## src/rtl/axi_rd_cfg.svh

```systemverilog
`ifndef AXI_RD_CFG_SVH
`define AXI_RD_CFG_SVH

// AXI field widths
`define AXI_IDWID     4
`define AXI_DWID      64
`define AXI_EXTRAS    8

// Queue depths
`define AXI_AR_DEPTH  2
`define AXI_ID_DEPTH  8

// Slave memory size in words
`define AXI_MEM_WORDS 64

`define AXI_NPORTS    4
`define AXI_TAG_BASE  5     // Port a tag with b to d after it

`endif
```

## src/rtl/axi_rd_pkg.sv

```systemverilog
`default_nettype none

`include "axi_rd_cfg.svh"

package axi_rd_pkg;

    // Original IDs and port tags share the ID field
    typedef logic [`AXI_IDWID-1:0] tag_t;

    // Word index of a byte address
    typedef logic [31-$clog2(`AXI_DWID/8):0] word_addr_t;

    typedef enum logic [1:0] {
        FIXED = 2'b00,
        INCR  = 2'b01
    } burst_e;

    typedef enum logic [1:0] {
        OKAY   = 2'b00,
        SLVERR = 2'b10
    } resp_e;

    typedef struct packed {
        tag_t                    id;
        logic [31:0]             addr;
        logic [7:0]              len;     // Beats minus one
        logic [`AXI_EXTRAS-1:0]  extras;
        burst_e                  burst;
    } ar_req_t;

    typedef struct packed {
        tag_t                    id;
        logic [`AXI_DWID-1:0]    data;
        resp_e                   resp;
        logic                    last;
    } r_beat_t;

endpackage

`default_nettype wire

```

## src/rtl/axi_rd_merger.sv

```systemverilog
`default_nettype none
`timescale 1ns/100ps

`include "axi_rd_cfg.svh"

module axi_rd_merger (
    input  wire                          clk,
    input  wire                          rst_n,

    input  axi_rd_pkg::ar_req_t          up_ar      [`AXI_NPORTS],
    input  wire                          up_arvalid [`AXI_NPORTS],
    output logic                         up_arready [`AXI_NPORTS],
    output axi_rd_pkg::r_beat_t          up_r       [`AXI_NPORTS],
    output logic                         up_rvalid  [`AXI_NPORTS],
    input  wire                          up_rready  [`AXI_NPORTS],

    output axi_rd_pkg::ar_req_t          dn_ar,
    output logic                         dn_arvalid,
    input  wire                          dn_arready,
    input  axi_rd_pkg::r_beat_t          dn_r,
    input  wire                          dn_rvalid,
    output logic                         dn_rready
);

    axi_rd_pkg::ar_req_t     ar_head  [`AXI_NPORTS];
    axi_rd_pkg::tag_t        id_head  [`AXI_NPORTS];
    logic [`AXI_NPORTS-1:0]  ar_empty;
    logic [`AXI_NPORTS-1:0]  ar_full;
    logic [`AXI_NPORTS-1:0]  id_empty;
    logic [`AXI_NPORTS-1:0]  id_full;
    logic [`AXI_NPORTS-1:0]  id_pop;
    logic [`AXI_NPORTS-1:0]  eligible;
    logic [`AXI_NPORTS-1:0]  grant;
    logic [`AXI_NPORTS-1:0]  take;
    logic [`AXI_NPORTS-1:0]  tag_hit;

    // ##################################################
    // Per-port request and ID queues

    for (genvar p = 0; p < `AXI_NPORTS; p++) begin : g_port
        localparam axi_rd_pkg::tag_t TAG = axi_rd_pkg::tag_t'(`AXI_TAG_BASE + p);

        sync_fifo #(
            .item_t (axi_rd_pkg::ar_req_t),
            .DEPTH  (`AXI_AR_DEPTH)
        ) ar_fifo (
            .clk   (clk),
            .rst_n (rst_n),
            .push  (up_arvalid[p] && !ar_full[p]),
            .din   (up_ar[p]),
            .pop   (take[p]),
            .dout  (ar_head[p]),
            .empty (ar_empty[p]),
            .full  (ar_full[p])
        );

        // Original IDs wait here until their last beat
        sync_fifo #(
            .item_t (axi_rd_pkg::tag_t),
            .DEPTH  (`AXI_ID_DEPTH)
        ) ids_fifo (
            .clk   (clk),
            .rst_n (rst_n),
            .push  (take[p]),
            .din   (ar_head[p].id),
            .pop   (id_pop[p]),
            .dout  (id_head[p]),
            .empty (id_empty[p]),
            .full  (id_full[p])
        );

        assign up_arready[p] = !ar_full[p];
        assign eligible[p]   = !ar_empty[p] && !id_full[p];   // No grant without ID room
        assign take[p]       = grant[p] && dn_arready;

        assign tag_hit[p]    = (dn_r.id == TAG);
        assign up_rvalid[p]  = dn_rvalid && tag_hit[p] && !id_empty[p];
        assign id_pop[p]     = up_rvalid[p] && up_rready[p] && dn_r.last;

        assign up_r[p] = '{
            id:   id_head[p],
            data: dn_r.data,
            resp: dn_r.resp,
            last: dn_r.last
        };
    end

    // ##################################################
    // Fixed priority grant, port a first

    assign grant      = eligible & (~eligible + 1'b1);   // Lowest set bit
    assign dn_arvalid = |eligible;

    always_comb begin
        dn_ar = '0;
        for (int p = 0; p < `AXI_NPORTS; p++) begin
            if (grant[p]) begin
                dn_ar    = ar_head[p];
                dn_ar.id = axi_rd_pkg::tag_t'(`AXI_TAG_BASE + p);   // Port tag replaces ID
            end
        end
    end

    // ##################################################
    // Response steering by tag

    always_comb begin
        dn_rready = 1'b0;
        for (int p = 0; p < `AXI_NPORTS; p++) begin
            if (tag_hit[p])
                dn_rready = up_rready[p];
        end
    end

endmodule

`default_nettype wire

```

## src/rtl/sync_fifo.sv

```systemverilog
`default_nettype none
`timescale 1ns/100ps

module sync_fifo #(
    parameter type item_t = logic,
    parameter int  DEPTH  = 2
) (
    input  wire   clk,
    input  wire   rst_n,
    input  wire   push,
    input  item_t din,
    input  wire   pop,
    output item_t dout,
    output logic  empty,
    output logic  full
);

    localparam int PW = (DEPTH > 1) ? $clog2(DEPTH) : 1;
    localparam int CW = $clog2(DEPTH + 1);

    item_t         mem [DEPTH];
    logic [PW-1:0] rd_ptr;
    logic [PW-1:0] wr_ptr;
    logic [CW-1:0] count;
    logic          do_push;
    logic          do_pop;

    function automatic logic [PW-1:0] next_ptr(input logic [PW-1:0] ptr);
        return (ptr == PW'(DEPTH - 1)) ? '0 : ptr + 1'b1;   // Wrap for any depth
    endfunction

    assign empty   = (count == '0);
    assign full    = (count == CW'(DEPTH));
    assign do_pop  = pop && !empty;
    assign do_push = push && (!full || do_pop);   // Full queue still takes a push on pop
    assign dout    = mem[rd_ptr];

    always_ff @(posedge clk) begin
        if (!rst_n) begin
            rd_ptr <= '0;
            wr_ptr <= '0;
            count  <= '0;
        end else begin
            if (do_push)
                wr_ptr <= next_ptr(wr_ptr);
            if (do_pop)
                rd_ptr <= next_ptr(rd_ptr);
            case ({do_push, do_pop})
                2'b10:   count <= count + 1'b1;
                2'b01:   count <= count - 1'b1;
                default: count <= count;
            endcase
        end
    end

    always_ff @(posedge clk) begin
        if (do_push)
            mem[wr_ptr] <= din;
    end

endmodule

`default_nettype wire

```

## config.mk

```make
export PLATFORM = sky130hd
export DESIGN_NAME = axi_rd_merger
export DESIGN_NICKNAME = d
export VERILOG_FILES = /design/src/rtl/axi_rd_pkg.sv /design/src/rtl/axi_rd_merger.sv /design/src/rtl/sync_fifo.sv
export VERILOG_INCLUDE_DIRS = /design/src /design/src/rtl
export SDC_FILE = /design/constraint.sdc
export NUM_CORES = 1
export LEC_CHECK = 0
export ABC_CLOCK_PERIOD_IN_PS = 6100
export BUFFER_PORTS_ARGS = -buffer_cell sky130_fd_sc_hd__buf_4
export CAP_MARGIN = 20
export CORE_AREA = 2 2 252 254
export CTS_CLUSTER_SIZE = 25
export DETAILED_ROUTE_END_ITERATION = 6
export DIE_AREA = 0 0 254 256
export HOLD_SLACK_MARGIN = 0.05
export PLACE_DENSITY = 0.68
export SLEW_MARGIN = 15
export SYNTH_ARGS = -nofsm -noshare
export SYNTH_HDL_FRONTEND = slang
export SYNTH_SLANG_ARGS = --single-unit
```

## constraint.sdc

```tcl
create_clock -name clk -period 6.1 [get_ports clk]
set_input_delay 0 -clock clk [delete_from_list [all_inputs] [get_ports clk]]
set_output_delay 0 -clock clk [all_outputs]
set_load 0.01 [all_outputs]
```

==> Word-level counts from Yosys, hierarchy flattened <==
Memories as Yosys holds them, arrays and structs flattened. A register that Yosys moved wholly into a read port is not among the register bits.
Cells that the tools add are included.
Widths: inputs -> output; s select.
{ "classes": {"n_bitwise": 2, "muxes": 64, "n_eq_ne": 36, "reduce_logical": 85, "n_addsub": 33} }
{ "op_table": {"columns": ["op", "count"], "rows": [
  ["$mux 54", 3],
  ["$mux 53", 1],
  ["$mux 3", 16],
  ["$logic_and 1x1->1", 44],
  ["$mux 1", 36],
  ["$pmux 4 s2", 4],
  ["$add 3x1->3 const B", 8],
  ["$eq 2x2->1 const B", 12],
  ["$eq 3x3->1 const B", 8],
  ["$add 4x1->4 const B", 5],
  ["$eq 4x4->1 const B", 5],
  ["$eq 2x1->1 const B", 8],
  ["$logic_not 1->1", 16],
  ["$logic_not 4->1", 4],
  ["$pmux 2 s2", 4],
  ["$reduce_bool 2->1", 8],
  ["$sub 4x1->4 const B", 4],
  ["$eq 4x3->1 const B", 3],
  ["$add 1x1->1 const B", 8],
  ["$add 2x1->2 const B", 4],
  ["$logic_not 2->1", 4],
  ["$logic_or 1x1->1", 8],
  ["$sub 2x1->2 const B", 4],
  ["$and 4x4->4", 1],
  ["other kinds (2)", 2]
]} }
{ "word_totals": {"memories": 8, "elab_cells": 252, "out_inout_bits": 348, "ramBits": 560, "ff_bits": 56, "input_bits": 299} }
{ "memory_table": {"columns": ["memory", "depth", "width", "read_ports", "rd_clocked_by_memory_dff", "write_ports", "line_no", "source"], "rows": [
  ["g_port[0].ar_fifo.mem", 2, 54, 1, 1, 1, "sync_fifo.sv:21", "item_t mem [DEPTH];"],
  ["g_port[1].ar_fifo.mem", 2, 54, 1, 1, 1, "sync_fifo.sv:21", null],
  ["g_port[2].ar_fifo.mem", 2, 54, 1, 1, 1, "sync_fifo.sv:21", null],
  ["g_port[3].ar_fifo.mem", 2, 54, 1, 1, 1, "sync_fifo.sv:21", null],
  ["g_port[0].ids_fifo.mem", 8, 4, 1, 1, 1, "sync_fifo.sv:21", null],
  ["g_port[1].ids_fifo.mem", 8, 4, 1, 1, 1, "sync_fifo.sv:21", null],
  ["2 more memories", null, null, null, null, null, null, null]
]} }

==> Longest topological paths before layout <==
Gate-level depths: netlist of the first run.
{ "logic_depth": {"ltp_word": 12, "mapped_depth": 14, "depth_no_buf": 11} }

==> By module <==
From an unflattened synthesis of the first run, not the netlist that was laid out.
{ "hier_totals": {"cells_unflattened": 1924, "hier_area_um2": 29593.4} }
{ "modules_own_cells": {"columns": ["module", "instances", "cells_per_inst", "area_per_inst_um2", "seq_area_each_um2"], "rows": [
  ["sync_fifo (g_port[0].ar_fifo ...)", 4, 198, 4399.2, 3343.2],
  ["axi_rd_merger", 1, 611, 4174.0, 0.0],
  ["sync_fifo (g_port[2].ids_fifo ...)", 2, 131, 1959.4, 1221.2],
  ["sync_fifo (g_port[0].ids_fifo)", 1, 133, 1979.4, 1221.2],
  ["sync_fifo (g_port[1].ids_fifo)", 1, 126, 1924.3, 1221.2]
]} }

==> Worst setup path before layout of the first run <==
Ideal clock, no wire load.
{ "synth_timing": {"path_kind": "register to register", "from": "register g_port[2].ar_fifo.count[0]", "to": "memory g_port[2].ar_fifo.mem[0][0] (netlist name), enable pin", "path_buffers": 0, "setup_time_ps": 466, "path_slack_ps": 2663, "stages_incl_launch_ff": 4, "synth_period_minus_slack_ps": 3437, "arrival_ps": 2971, "required_time_ps": 5634, "path_cell_list": "dfxtp_1 > nand2b_1 > nand2_1 > nor2_1"} }
{ "synth_lines": {"columns": ["item", "line_no", "source"], "rows": [
  ["start, declared", "sync_fifo.sv:24", "logic [CW-1:0] count;"],
  ["start signal, assigned", "sync_fifo.sv:49", "2'b10: count <= count + 1'b1;"],
  ["start signal, assigned", "sync_fifo.sv:50", "2'b01: count <= count - 1'b1;"],
  ["start signal, assigned", "sync_fifo.sv:51", "default: count <= count;"],
  ["end, declared", "sync_fifo.sv:21", null]
]} }

==> reports/metrics.cfg, run 1 <==
[outcome]
outcome = completed

[global_route]
grt_pass1_vias = 17920
grt_antenna_before_repair = 15
grtUsageTotal = 0.2307
grt_pass1_wl_mm = 111.8
grt_max_degree = 68
overflow = 0

[floorplan]
core_region_area_um2 = 62390
initial_utilization = 0.4404
die_h_um = 256
chipWidth_um = 254
ioPinCount = 647
core.rowCount = 92
die_area_um2 = 65020

[synthesis]
synth_warnings = 0
synth_seq_area_share = 0.6644
async_reset_ff_frac = 0
syn-cell-area_um2 = 27480
synth_area_per_cell_um2 = 14.67
synthFlopType = edfxtp_1
synthesis.nets = 2204
ys_seq_elements = 632
syn_inst = 1873
yosysUniqueCellTypes = 50
synth_edf_count = 560

[routing]
dr.pass1.iters = 5
drt_drc_violations_left = 0
ant_nets = 0
vias = 17040
vias_per_cell = 5.471
routed_wl_mm = 76.14
drt-initial-drc-count = 1247
wl_per_cell_um = 24.45

[power]
ir_drop_uv = 411.7
total_power_w = 0.01495
p_sw_w = 0.005197
p_per_area_nw_per_um2 = 440.1
comb_power_share = 0.345
p_leak_nw = 11.74
pwr-share-clk = 0.272
p_int_w = 0.009753
seq_power_share = 0.383
sw_frac_of_total = 0.3476

[cells_and_area]
mostFrequentLayoutCells = edfxtp_1 (560), buf_4 (337), dlygate4sd3_1 (302)
layout-drive-gt1-share = 0.2310
finalNonFillerCells = 3114
final_nets = 2537
area_growth_syn_to_layout_pct = 23.61
fillCellCount = 5013
final_common_cell = edfxtp_1

[worst_setup_path]
crit_type = reg -> out
worstPathCellList = or4b_4, a222oi_1, nand2_2, buf_4, o22ai_1, buf_4
cp_common_cell = buf_4
r2r-start = g_port[1].ids_fifo.count[1]$_SDFFE_PN0P_
worstPathArrival_ps = 4300
crit_start = g_port[1].ids_fifo.count[1]$_SDFFE_PN0P_
critical-path-slowest-cell = or4b_4
crit_family = simple AND/OR/NAND/NOR gates
start_kind = flip-flop
crit_buf_inv = 2
worstPathRequired_ps = 6100
endpoint_kind = output pin
max_stage_delay_ps = 890
cp_max_fo = 53

[min_path]
holdCritStartpoint = dn_r[67]
min_path_type = in -> reg

[sta]
rsz0062_at_grt = no
fin_crit_ps = 4301
fmax_ghz = 0.2325
worst_clock_skew_ps = 16.37
worst_slew_pin_slew_ps = 1092
relSlewSlack = 0.2620
whs_ps = 90.50
finalSetupViolations = 0
setup_tns_ps = 0
finalMaxSlewViolations = 0
hold_viol = 0
period_share = 0.7052
fin_ws_ps = 1799

[clocking]
clock_sinks = 632
postCtsSetupRepairBufs = 0
cts-resized-gates = 0
clock_latency_ps = 600
clk_path_buf_depth = 3
cts.htree.levels = 3
cts_tree = yes
cts_made_buffers = 67
holdBufCountCts = 302
cts_root_buf = clkbuf_16
clk_pin_slew_worst_paths_ps = 60

[placement]
portBuffers = 316
hpwl_mm = 49.72
place_inst = 2680
pre_cts_slack_ps = 1994
gp_congestion = 0.8055

[job]
max_cap_viol_count = 0

==> state kept, by name, indices dropped and copies added, names as in the netlist, named ones only <==
name / cells
g_port.ar_fifo.mem: 432
g_port.ids_fifo.mem: 128
g_port.ids_fifo.count: 16
g_port.ids_fifo.rd_ptr: 12
g_port.ids_fifo.wr_ptr: 12
g_port.ar_fifo.count: 8
g_port.ar_fifo.rd_ptr: 4
g_port.ar_fifo.wr_ptr: 4
==> final timing paths <==
check | cells after the start | endpoint | slack (ps)
hold / removal | 5 | g_port[3].ids_fifo.rd_ptr[2]$_SDFFE_PN0N_ | 90
setup reg to reg | 11 | g_port[3].ids_fifo.count[2]$_SDFFE_PN0P_ | 1990
setup / recovery | 6 | dn_ar[27] | 1800
hold reg to reg | 2 | flip-flop | 480
==> cells in the mapped netlist, types with 9 or more instances <==
cell       instances  area (um2)
a2111oi_0         50       437.9
a21oi_1           35       175.2
a31oi_1           50       312.8
buf_1             17       63.81
buf_4            269        2019
clkbuf_1          84       315.3
dfxtp_1           72        1441
edfxtp_1         560       16820
ha_1              32       400.4
inv_1             10       37.54
mux2_2            32       360.4
mux2i_1          170        1702
mux4_2            32       720.7
nand2_1           29       108.9
nand3_1           65       325.3
nor2_1            46       172.7
nor2b_1           54       337.8
nor3_1            67       335.3
nor4_1             9       56.30
nor4b_1           12       105.1
o21ai_0           25       125.1
o22ai_1           52       325.3
or3_1             12       75.07
xor2_1            20       175.2
==> worst reg2reg max path: stages, from the launching register on <==
cell and delay (ps):
dfxtp_1 390, or4b_4 890, a222oi_1 850, and3_1 460, inv_1 120, ha_1 260, xor2_1 170, ha_1 200
a21oi_1 160, xor2_1 100, or3_1 310, a21oi_1 140
==> cell families (layout without fill, tap and decap cells) <==
kind of cell / Yosys count / after routing / share of synthesized area
buffers and inverters: 388 / 775 / 0.09098
adder cells (fa/ha/maj): 32 / 32 / 0.01457
AO/OA/AOI/OAI: 221 / 221 / 0.05286
flip-flops: 632 / 632 / 0.6644
other: 0 / 8 / 0
AND/OR/NAND/NOR: 341 / 341 / 0.06794
XOR/XNOR: 25 / 25 / 0.007968
multiplexers: 234 / 234 / 0.1013
==> metrics by stage <==
| step | area, um2 | utilization |
|---|---|---|
| 2_1_floorplan | 27480 | - |
| 3_3_place_gp | 28730 | 0.4605 |
| 3_5_place_dp | 28740 | 0.4606 |
| 4_1_cts | 33940 | 0.5440 |
| 5_1_grt | 33960 | 0.5443 |
| 6_report | 33970 | 0.5444 |
==> power by group through the flow <==
stage | Combinational [W] | Sequential (W) | Clock [W]
final | 0.00515 | 0.00573 | 0.00407
after global routing | 0.00551 | 0.00579 | 0.00431
after CTS | 0.00518 | 0.00573 | 0.00413
after detailed placement | 0.00490 | 0.00582 | 0
after global placement | 0.00483 | 0.00578 | 0
after floorplan | 0.00289 | 0.00566 | 0
==> layout make-up <==
type / instances / area (um2) / area share
diodes: 8 / 20.02 / 0.0005894
clock buffers: 82 / 1775 / 0.05227
clock inverters: 41 / 409.1 / 0.01205
inverters: 11 / 41.29 / 0.001216
multi-input cells: 853 / 6829 / 0.2010
flip-flops and latches: 632 / 18270 / 0.5379
well taps: 846 / 1059 / 0.03116
repair buffers: 641 / 5562 / 0.1637
==> layer usage <==
metal,track usage,routed length [um]
met1,0.2777,29060
met3,0.06305,6210
met5,0.009023,219
met2,0.3931,38230
met4,0.08578,2416
(Power assumes the default switching activity.)
==> inputs of run 2 (changes only) <==
- ABC_CLOCK_PERIOD_IN_PS: 6100 -> 4500
- clock period: 6.1 -> 4.5 ns (I/O delays scaled with it)
==> reports/metrics.cfg, run 2 (same netlist as run 1, synthesis figures left out) <==
[placement]
place_area_um2 = 28750  ; about the same
pre_cts_slack_ps = 859.0  ; -1135 ps
gp_congestion = 0.8194  ; +1.7%
hpwl_mm = 50.55  ; +1.7%
portBuffers = 316  ; unchanged
place_inst = 2681  ; +0.037%

[power]
sw_frac_of_total = 0.3497  ; +0.002096
seq_power_share = 0.391  ; +0.008
p_sw_w = 0.007022  ; +35%
p_per_area_nw_per_um2 = 592.6  ; +35%
pwr-share-clk = 0.265  ; -0.007
total_power_w = 0.02008  ; +34%
p_leak_nw = 11.68  ; -0.47%
comb_power_share = 0.344  ; about the same
ir_drop_uv = 367.9  ; -11%
p_int_w = 0.01306  ; +34%

[sta]
fin_ws_ps = 679.2  ; -1119 ps
fmax_ghz = 0.2617
finalMaxSlewViolations = 0  ; unchanged
setup_tns_ps = 0  ; unchanged
hold_viol = 0  ; unchanged
worst_clock_skew_ps = 23.03  ; +6.659 ps
period_share = 0.8491
fin_crit_ps = 3821
relSlewSlack = 0.2639  ; +0.001953
rsz0062_at_grt = no
worst_slew_pin_slew_ps = 1104  ; +12.45 ps
finalSetupViolations = 0  ; unchanged

[cells_and_area]
fillCellCount = 5014  ; +0.020%
largest_reg_flops = 432  ; unchanged
top_register = g_port.ar_fifo.mem
finalNonFillerCells = 3112  ; -0.064%
layout-drive-gt1-share = 0.2303  ; -0.0006812
final_nets = 2535  ; -0.079%
final_common_cell = edfxtp_1
area_growth_syn_to_layout_pct = 23.29
reg.largest.list = g_port.ar_fifo.mem: 432 flops, g_port.ids_fifo.mem: 128 flops, g_port.ids_fifo.count: 16 flops
finish.instance_area_um2 = 33880  ; -0.26%
mostFrequentLayoutCells = edfxtp_1 (560), buf_4 (339), dlygate4sd3_1 (297)

[worst_setup_path]
crit_type = reg -> out
endpoint_kind = output pin
worstPathArrival_ps = 3820  ; -480 ps
reg2reg_depth = 12  ; +1
start_kind = flip-flop
cp_max_fo = 30  ; -43%
worstPathRequired_ps = 4500  ; -1600 ps

[routing]
drt_drc_violations_left = 0  ; unchanged
drt-initial-drc-count = 1228  ; -1.5%
routed_wl_mm = 75.46  ; -0.89%
wl_per_cell_um = 24.25  ; -0.83%
vias_per_cell = 5.448  ; -0.42%
vias = 16950  ; -0.49%
ant_nets = 0  ; unchanged
dr.pass1.iters = 5  ; unchanged

[floorplan]
core.rowCount = 92  ; unchanged
initial_utilization = 0.4404  ; unchanged
chipWidth_um = 254  ; unchanged
die_area_um2 = 65020  ; unchanged
ioPinCount = 647  ; unchanged
die_h_um = 256  ; unchanged
core_region_area_um2 = 62390  ; unchanged

[outcome]
outcome = completed

[global_route]
overflow = 0  ; unchanged
grt_pass1_vias = 17530  ; -2.1%
grtUsageTotal = 0.2286  ; -0.002073
grt_pass1_wl_mm = 110.5  ; -1.2%
grt_max_degree = 69  ; +1.5%
grt_antenna_before_repair = 13  ; -2

[min_path]
min_path_type = in -> reg
hold_depth = 5  ; unchanged

[clocking]
cts_made_buffers = 68  ; +1.5%
cts_root_buf = clkbuf_16
clock_sinks = 632  ; unchanged
postCtsSetupRepairBufs = 0  ; unchanged
cts_tree = yes
holdBufCountCts = 297  ; -1.7%
clk_path_buf_depth = 3  ; unchanged
clk_pin_slew_worst_paths_ps = 60  ; about the same
cts-resized-gates = 0  ; unchanged
cts.htree.levels = 3  ; unchanged
clock_latency_ps = 600  ; about the same

[job]
max_cap_viol_count = 0  ; unchanged

run 2: cell count changes in the layout (fill, tap and decap cells not counted), sizes merged:
cell         before  now
buf             338  340
dlygate4sd3     302  297
bufinv            7    2
clkinv           27   26
clkinvlp          3    4
inv              15   14
clkbuf           83   90
run 2: path summary, 6_finish.rpt:
kind | start | endpoint | slack (ps)
worst max-delay path | g_port[1].ids_fifo.count[1]$_SDFFE_PN0P_ | dn_ar[43] | 680
worst min-delay path | dn_r[67] | g_port[0].ids_fifo.rd_ptr[0]$_SDFFE_PN0P_ | 90
worst max register to register | g_port[1].ids_fifo.count[1]$_SDFFE_PN0P_ | g_port[3].ids_fifo.count[2]$_SDFFE_PN0P_ | 840
worst min register to register | g_port[3].ar_fifo.rd_ptr$_SDFFE_PN0P_ | flip-flop | 480
run 2: area by class of cell:
class | instances | area, um2 | share of cell area
flip-flops and latches | 632 | 18270 | 0.5393
multi-input cells | 853 | 6829 | 0.2016
repair buffers | 638 | 5543 | 0.1636
clock buffers | 89 | 1866 | 0.05506
well taps | 846 | 1059 | 0.03124
clock inverters | 35 | 250.2 | 0.007386
inverters | 11 | 41.29 | 0.001219
diodes | 8 | 20.02 | 0.0005909
run 2: worst max-delay path: stages (launching register included):
cell and delay [ps]:
dfxtp_1 390, or4b_4 760, a222oi_1 410, buf_4 200
nand2_2 440, buf_4 470, o22ai_1 300, buf_4 170
run 2: power by group through the flow:
stage | combinational (W) | clock [W] | sequential (W)
final | 0.00691 | 0.00532 | 0.00784
after global routing | 0.00739 | 0.00565 | 0.00793
after CTS | 0.00691 | 0.00540 | 0.00785
after detailed placement | 0.00654 | 0 | 0.00797
after global placement | 0.00645 | 0 | 0.00792
after floorplan | 0.00392 | 0 | 0.00767
run 2: stage by stage:
step                      hold slack [ps]  utilization
after floorplan                     91.77            -
after global placement             0.1805       0.4608
after detailed placement           0.1805       0.4608
after CTS                           54.76       0.5423
after global routing                96.61       0.5429
final                               86.60       0.5430
run 2: routing by layer:
| layer | wire (um) | GRT usage | vias up |
|---|---|---|---|
| li1 | - | - | 7597 |
| met1 | 30060 | 0.2836 | 8487 |
| met2 | 38000 | 0.3906 | 730 |
| met3 | 5381 | 0.05522 | 123 |
| met4 | 1837 | 0.07418 | 16 |
| met5 | 179 | 0.009023 | - |
==> inputs of run 3 (changes only) <==
- ABC_AREA: unset -> 1
- ABC_CLOCK_PERIOD_IN_PS: 4500 -> 3500
- CORE_AREA: 2 2 252 254 -> 2 2 254 256
- DIE_AREA: 0 0 254 256 -> 0 0 256 258
- PLACE_DENSITY: 0.68 -> 0.69
- clock period: 4.5 -> 3.5 ns (I/O delays scaled with it)
==> reports/metrics.cfg, run 3 <==
[sta]
fin_crit_ps = 3091
worst_slew_pin_slew_ps = 987.2  ; -116.9 ps
relSlewSlack = 0.3419  ; +0.07795
fmax_ghz = 0.3235
worst_clock_skew_ps = 18.10  ; -4.932 ps
finalMaxSlewViolations = 0  ; unchanged
period_share = 0.8831
whs_ps = 118.9  ; +32.33 ps
rsz0062_at_grt = no
setup_tns_ps = 0  ; unchanged
finalSetupViolations = 0  ; unchanged
hold_viol = 0  ; unchanged

[worst_setup_path]
cp.depth = 10  ; +3
worstPathRequired_ps = 3500  ; -1000 ps
crit_type = reg -> out
max_stage_delay_ps = 480  ; -280 ps
cp_common_cell = nand2_1
start_kind = flip-flop
endpoint_kind = output pin
cp_max_fo = 34  ; +13%
worstPathArrival_ps = 3090  ; -730 ps
crit_family = buffers and inverters
critical-path-slowest-cell = inv_2
worstPathCellList = nor2_2, nand2_1, nand2_4, buf_4, nand4_1, inv_2, buf_12, nand2_1, nand2_1, buf_4
crit_buf_inv = 4  ; +1
reg2reg_depth = 14  ; +2

[clocking]
cts.htree.levels = 3  ; unchanged
cts_tree = yes
postCtsSetupRepairBufs = 0  ; unchanged
cts_made_buffers = 66  ; -2.9%
cts-resized-gates = 0  ; unchanged
clock_latency_ps = 610  ; about the same
clk_pin_slew_worst_paths_ps = 60  ; about the same
clock_sinks = 632  ; unchanged
cts_root_buf = clkbuf_16
clk_path_buf_depth = 3  ; unchanged
holdBufCountCts = 298  ; +0.34%

[outcome]
outcome = completed

[cells_and_area]
regArea_um2 = 18270  ; unchanged
reg.largest.list = g_port.ar_fifo.mem: 432 flops, g_port.ids_fifo.mem: 128 flops, g_port.ids_fifo.count: 16 flops
fillCellCount = 5148  ; +2.7%
mostFrequentLayoutCells = edfxtp_1 (560), buf_4 (340), nor2_1 (304)
area_growth_syn_to_layout_pct = 24.28
top_register = g_port.ar_fifo.mem
layout-drive-gt1-share = 0.2098  ; -0.02051
largest_reg_flops = 432  ; unchanged
final_nets = 2840  ; +12%
finalNonFillerCells = 3422  ; +10%
multiInputGateArea_um2 = 6411  ; -6.1%
final_common_cell = edfxtp_1

[routing]
vias = 17530  ; +3.4%
drt_drc_violations_left = 0  ; unchanged
routed_wl_mm = 77.55  ; +2.8%
vias_per_cell = 5.124  ; -5.9%
dr.pass1.iters = 5  ; unchanged
wl_per_cell_um = 22.66  ; -6.5%
ant_nets = 0  ; unchanged
drt-initial-drc-count = 1213  ; -1.2%

[synthesis]
synth_edf_count = 560  ; unchanged
ys_seq_elements = 632  ; unchanged
yosysMostFrequentCell = edfxtp_1
syn_inst = 2132  ; +14%
synth_warnings = 0  ; unchanged
synthTopCellsByArea = edfxtp_1 (62%), buf_4 (7.4%), mux2i_1 (5.5%)
yosys-top-cells-count = edfxtp_1 (560), nor2_1 (312), nand2_1 (269)
synthesis.nets = 2463  ; +12%
synth_area_per_cell_um2 = 12.79  ; -13%
synth_top_cell_by_area = edfxtp_1
async_reset_ff_frac = 0  ; unchanged
yosysTopAreaCellShare = 0.6168  ; +0.004802
syn-cell-area_um2 = 27260  ; -0.78%
yosysUniqueCellTypes = 34  ; -32%
synth_seq_area_share = 0.6696  ; +0.005214
synthFlopType = edfxtp_1

[min_path]
min_path_type = in -> reg
hold_depth = 7  ; +2

[floorplan]
die_h_um = 258  ; +0.78%
initial_utilization = 0.4284  ; -0.01208
chipWidth_um = 256  ; +0.79%
core_region_area_um2 = 63650  ; +2.0%
core.rowCount = 93  ; +1.1%
ioPinCount = 647  ; unchanged
die_area_um2 = 66050  ; +1.6%

[global_route]
grt_antenna_before_repair = 14  ; +1
grt_max_degree = 56  ; -19%
grtUsageTotal = 0.2287  ; about the same
overflow = 0  ; unchanged
grt_pass1_vias = 18260  ; +4.1%
grt_pass1_wl_mm = 112.2  ; +1.6%

[power]
p_leak_nw = 12.70  ; +8.7%
ir_drop_uv = 699.5  ; +90%
p_per_area_nw_per_um2 = 632.7  ; +6.8%
total_power_w = 0.02144  ; +6.8%

[placement]
place_inst = 2998  ; +12%
portBuffers = 316  ; unchanged
gp_congestion = 0.8501  ; +3.7%
hpwl_mm = 52.70  ; +4.3%

[job]
max_cap_viol_count = 0  ; unchanged

## run 3: final cells by class
cell class / count / share of cell area
Inverter: 94 / 0.01041
Sequential cell: 632 / 0.5393
Tap cell: 855 / 0.03157
Clock buffer: 74 / 0.05022
Multi-Input combinational cell: 1072 / 0.1892
Timing Repair Buffer: 643 / 0.1663
Antenna cell: 12 / 0.0008862
Clock inverter: 40 / 0.01215
## run 3: power breakdown
group	internal (W)	switching (W)	total (W)
sequential	0.00902	0.000423	0.00945
clock	0.00403	0.00291	0.00694
combinational	0.00202	0.00303	0.00505
## run 3: kinds of logic (layout without fill, tap and decap cells)
kind of cell	count (synthesis)	count (layout)	share of synthesized area
flops	632	632	0.6696
simple gates	632	632	0.09206
buf+inv	428	851	0.09743
mux	216	216	0.08233
compound gates	181	181	0.04034
fa+ha+maj	32	32	0.01468
xor+xnor	11	11	0.003533
other cells	0	12	0
## run 3: worst min-delay path: stages
cell     delay, ps
buf_4          120
nand2_1        140
nor2_1         100
nand2_1        140
nand2_1         70
nand2_1         50
nor2_1          50
## run 3: per-layer routing
layer	share of wire	GRT usage	up-vias	wire length (um)
met4	0.029	0.08236	6	2254
li1	-	-	8011	-
met5	0.00049	0	-	38
met2	0.52	0.4183	765	40330
met1	0.38	0.2580	8629	29350
met3	0.072	0.05801	122	5571
## run 3: final timing paths
path / startpoint / to / slack [ps]
worst max-delay path: g_port[0].ids_fifo.count[0]$_SDFFE_PN0P_ / dn_ar[0] / 410
worst min-delay path: dn_r[67] / g_port[2].ids_fifo.rd_ptr[0]$_SDFFE_PN0P_ / 120
worst max register to register: g_port[0].ids_fifo.count[0]$_SDFFE_PN0P_ / g_port[1].ids_fifo.count[2]$_SDFFE_PN0P_ / 740
worst min register to register: g_port[0].ar_fifo.rd_ptr$_SDFFE_PN0P_ / g_port[0].ar_fifo.rd_ptr$_SDFFE_PN0P_ / 480
## run 3: metrics by stage
stage               cell area (um2)    util  worst slack, ps
finish                        33890  0.5324            409.1
global route                  33870  0.5322            191.7
CTS                           33860  0.5319            343.4
detailed placement            28760  0.4518            749.5
global placement              28760  0.4518            962.3
floorplan                     27260       -            78.84
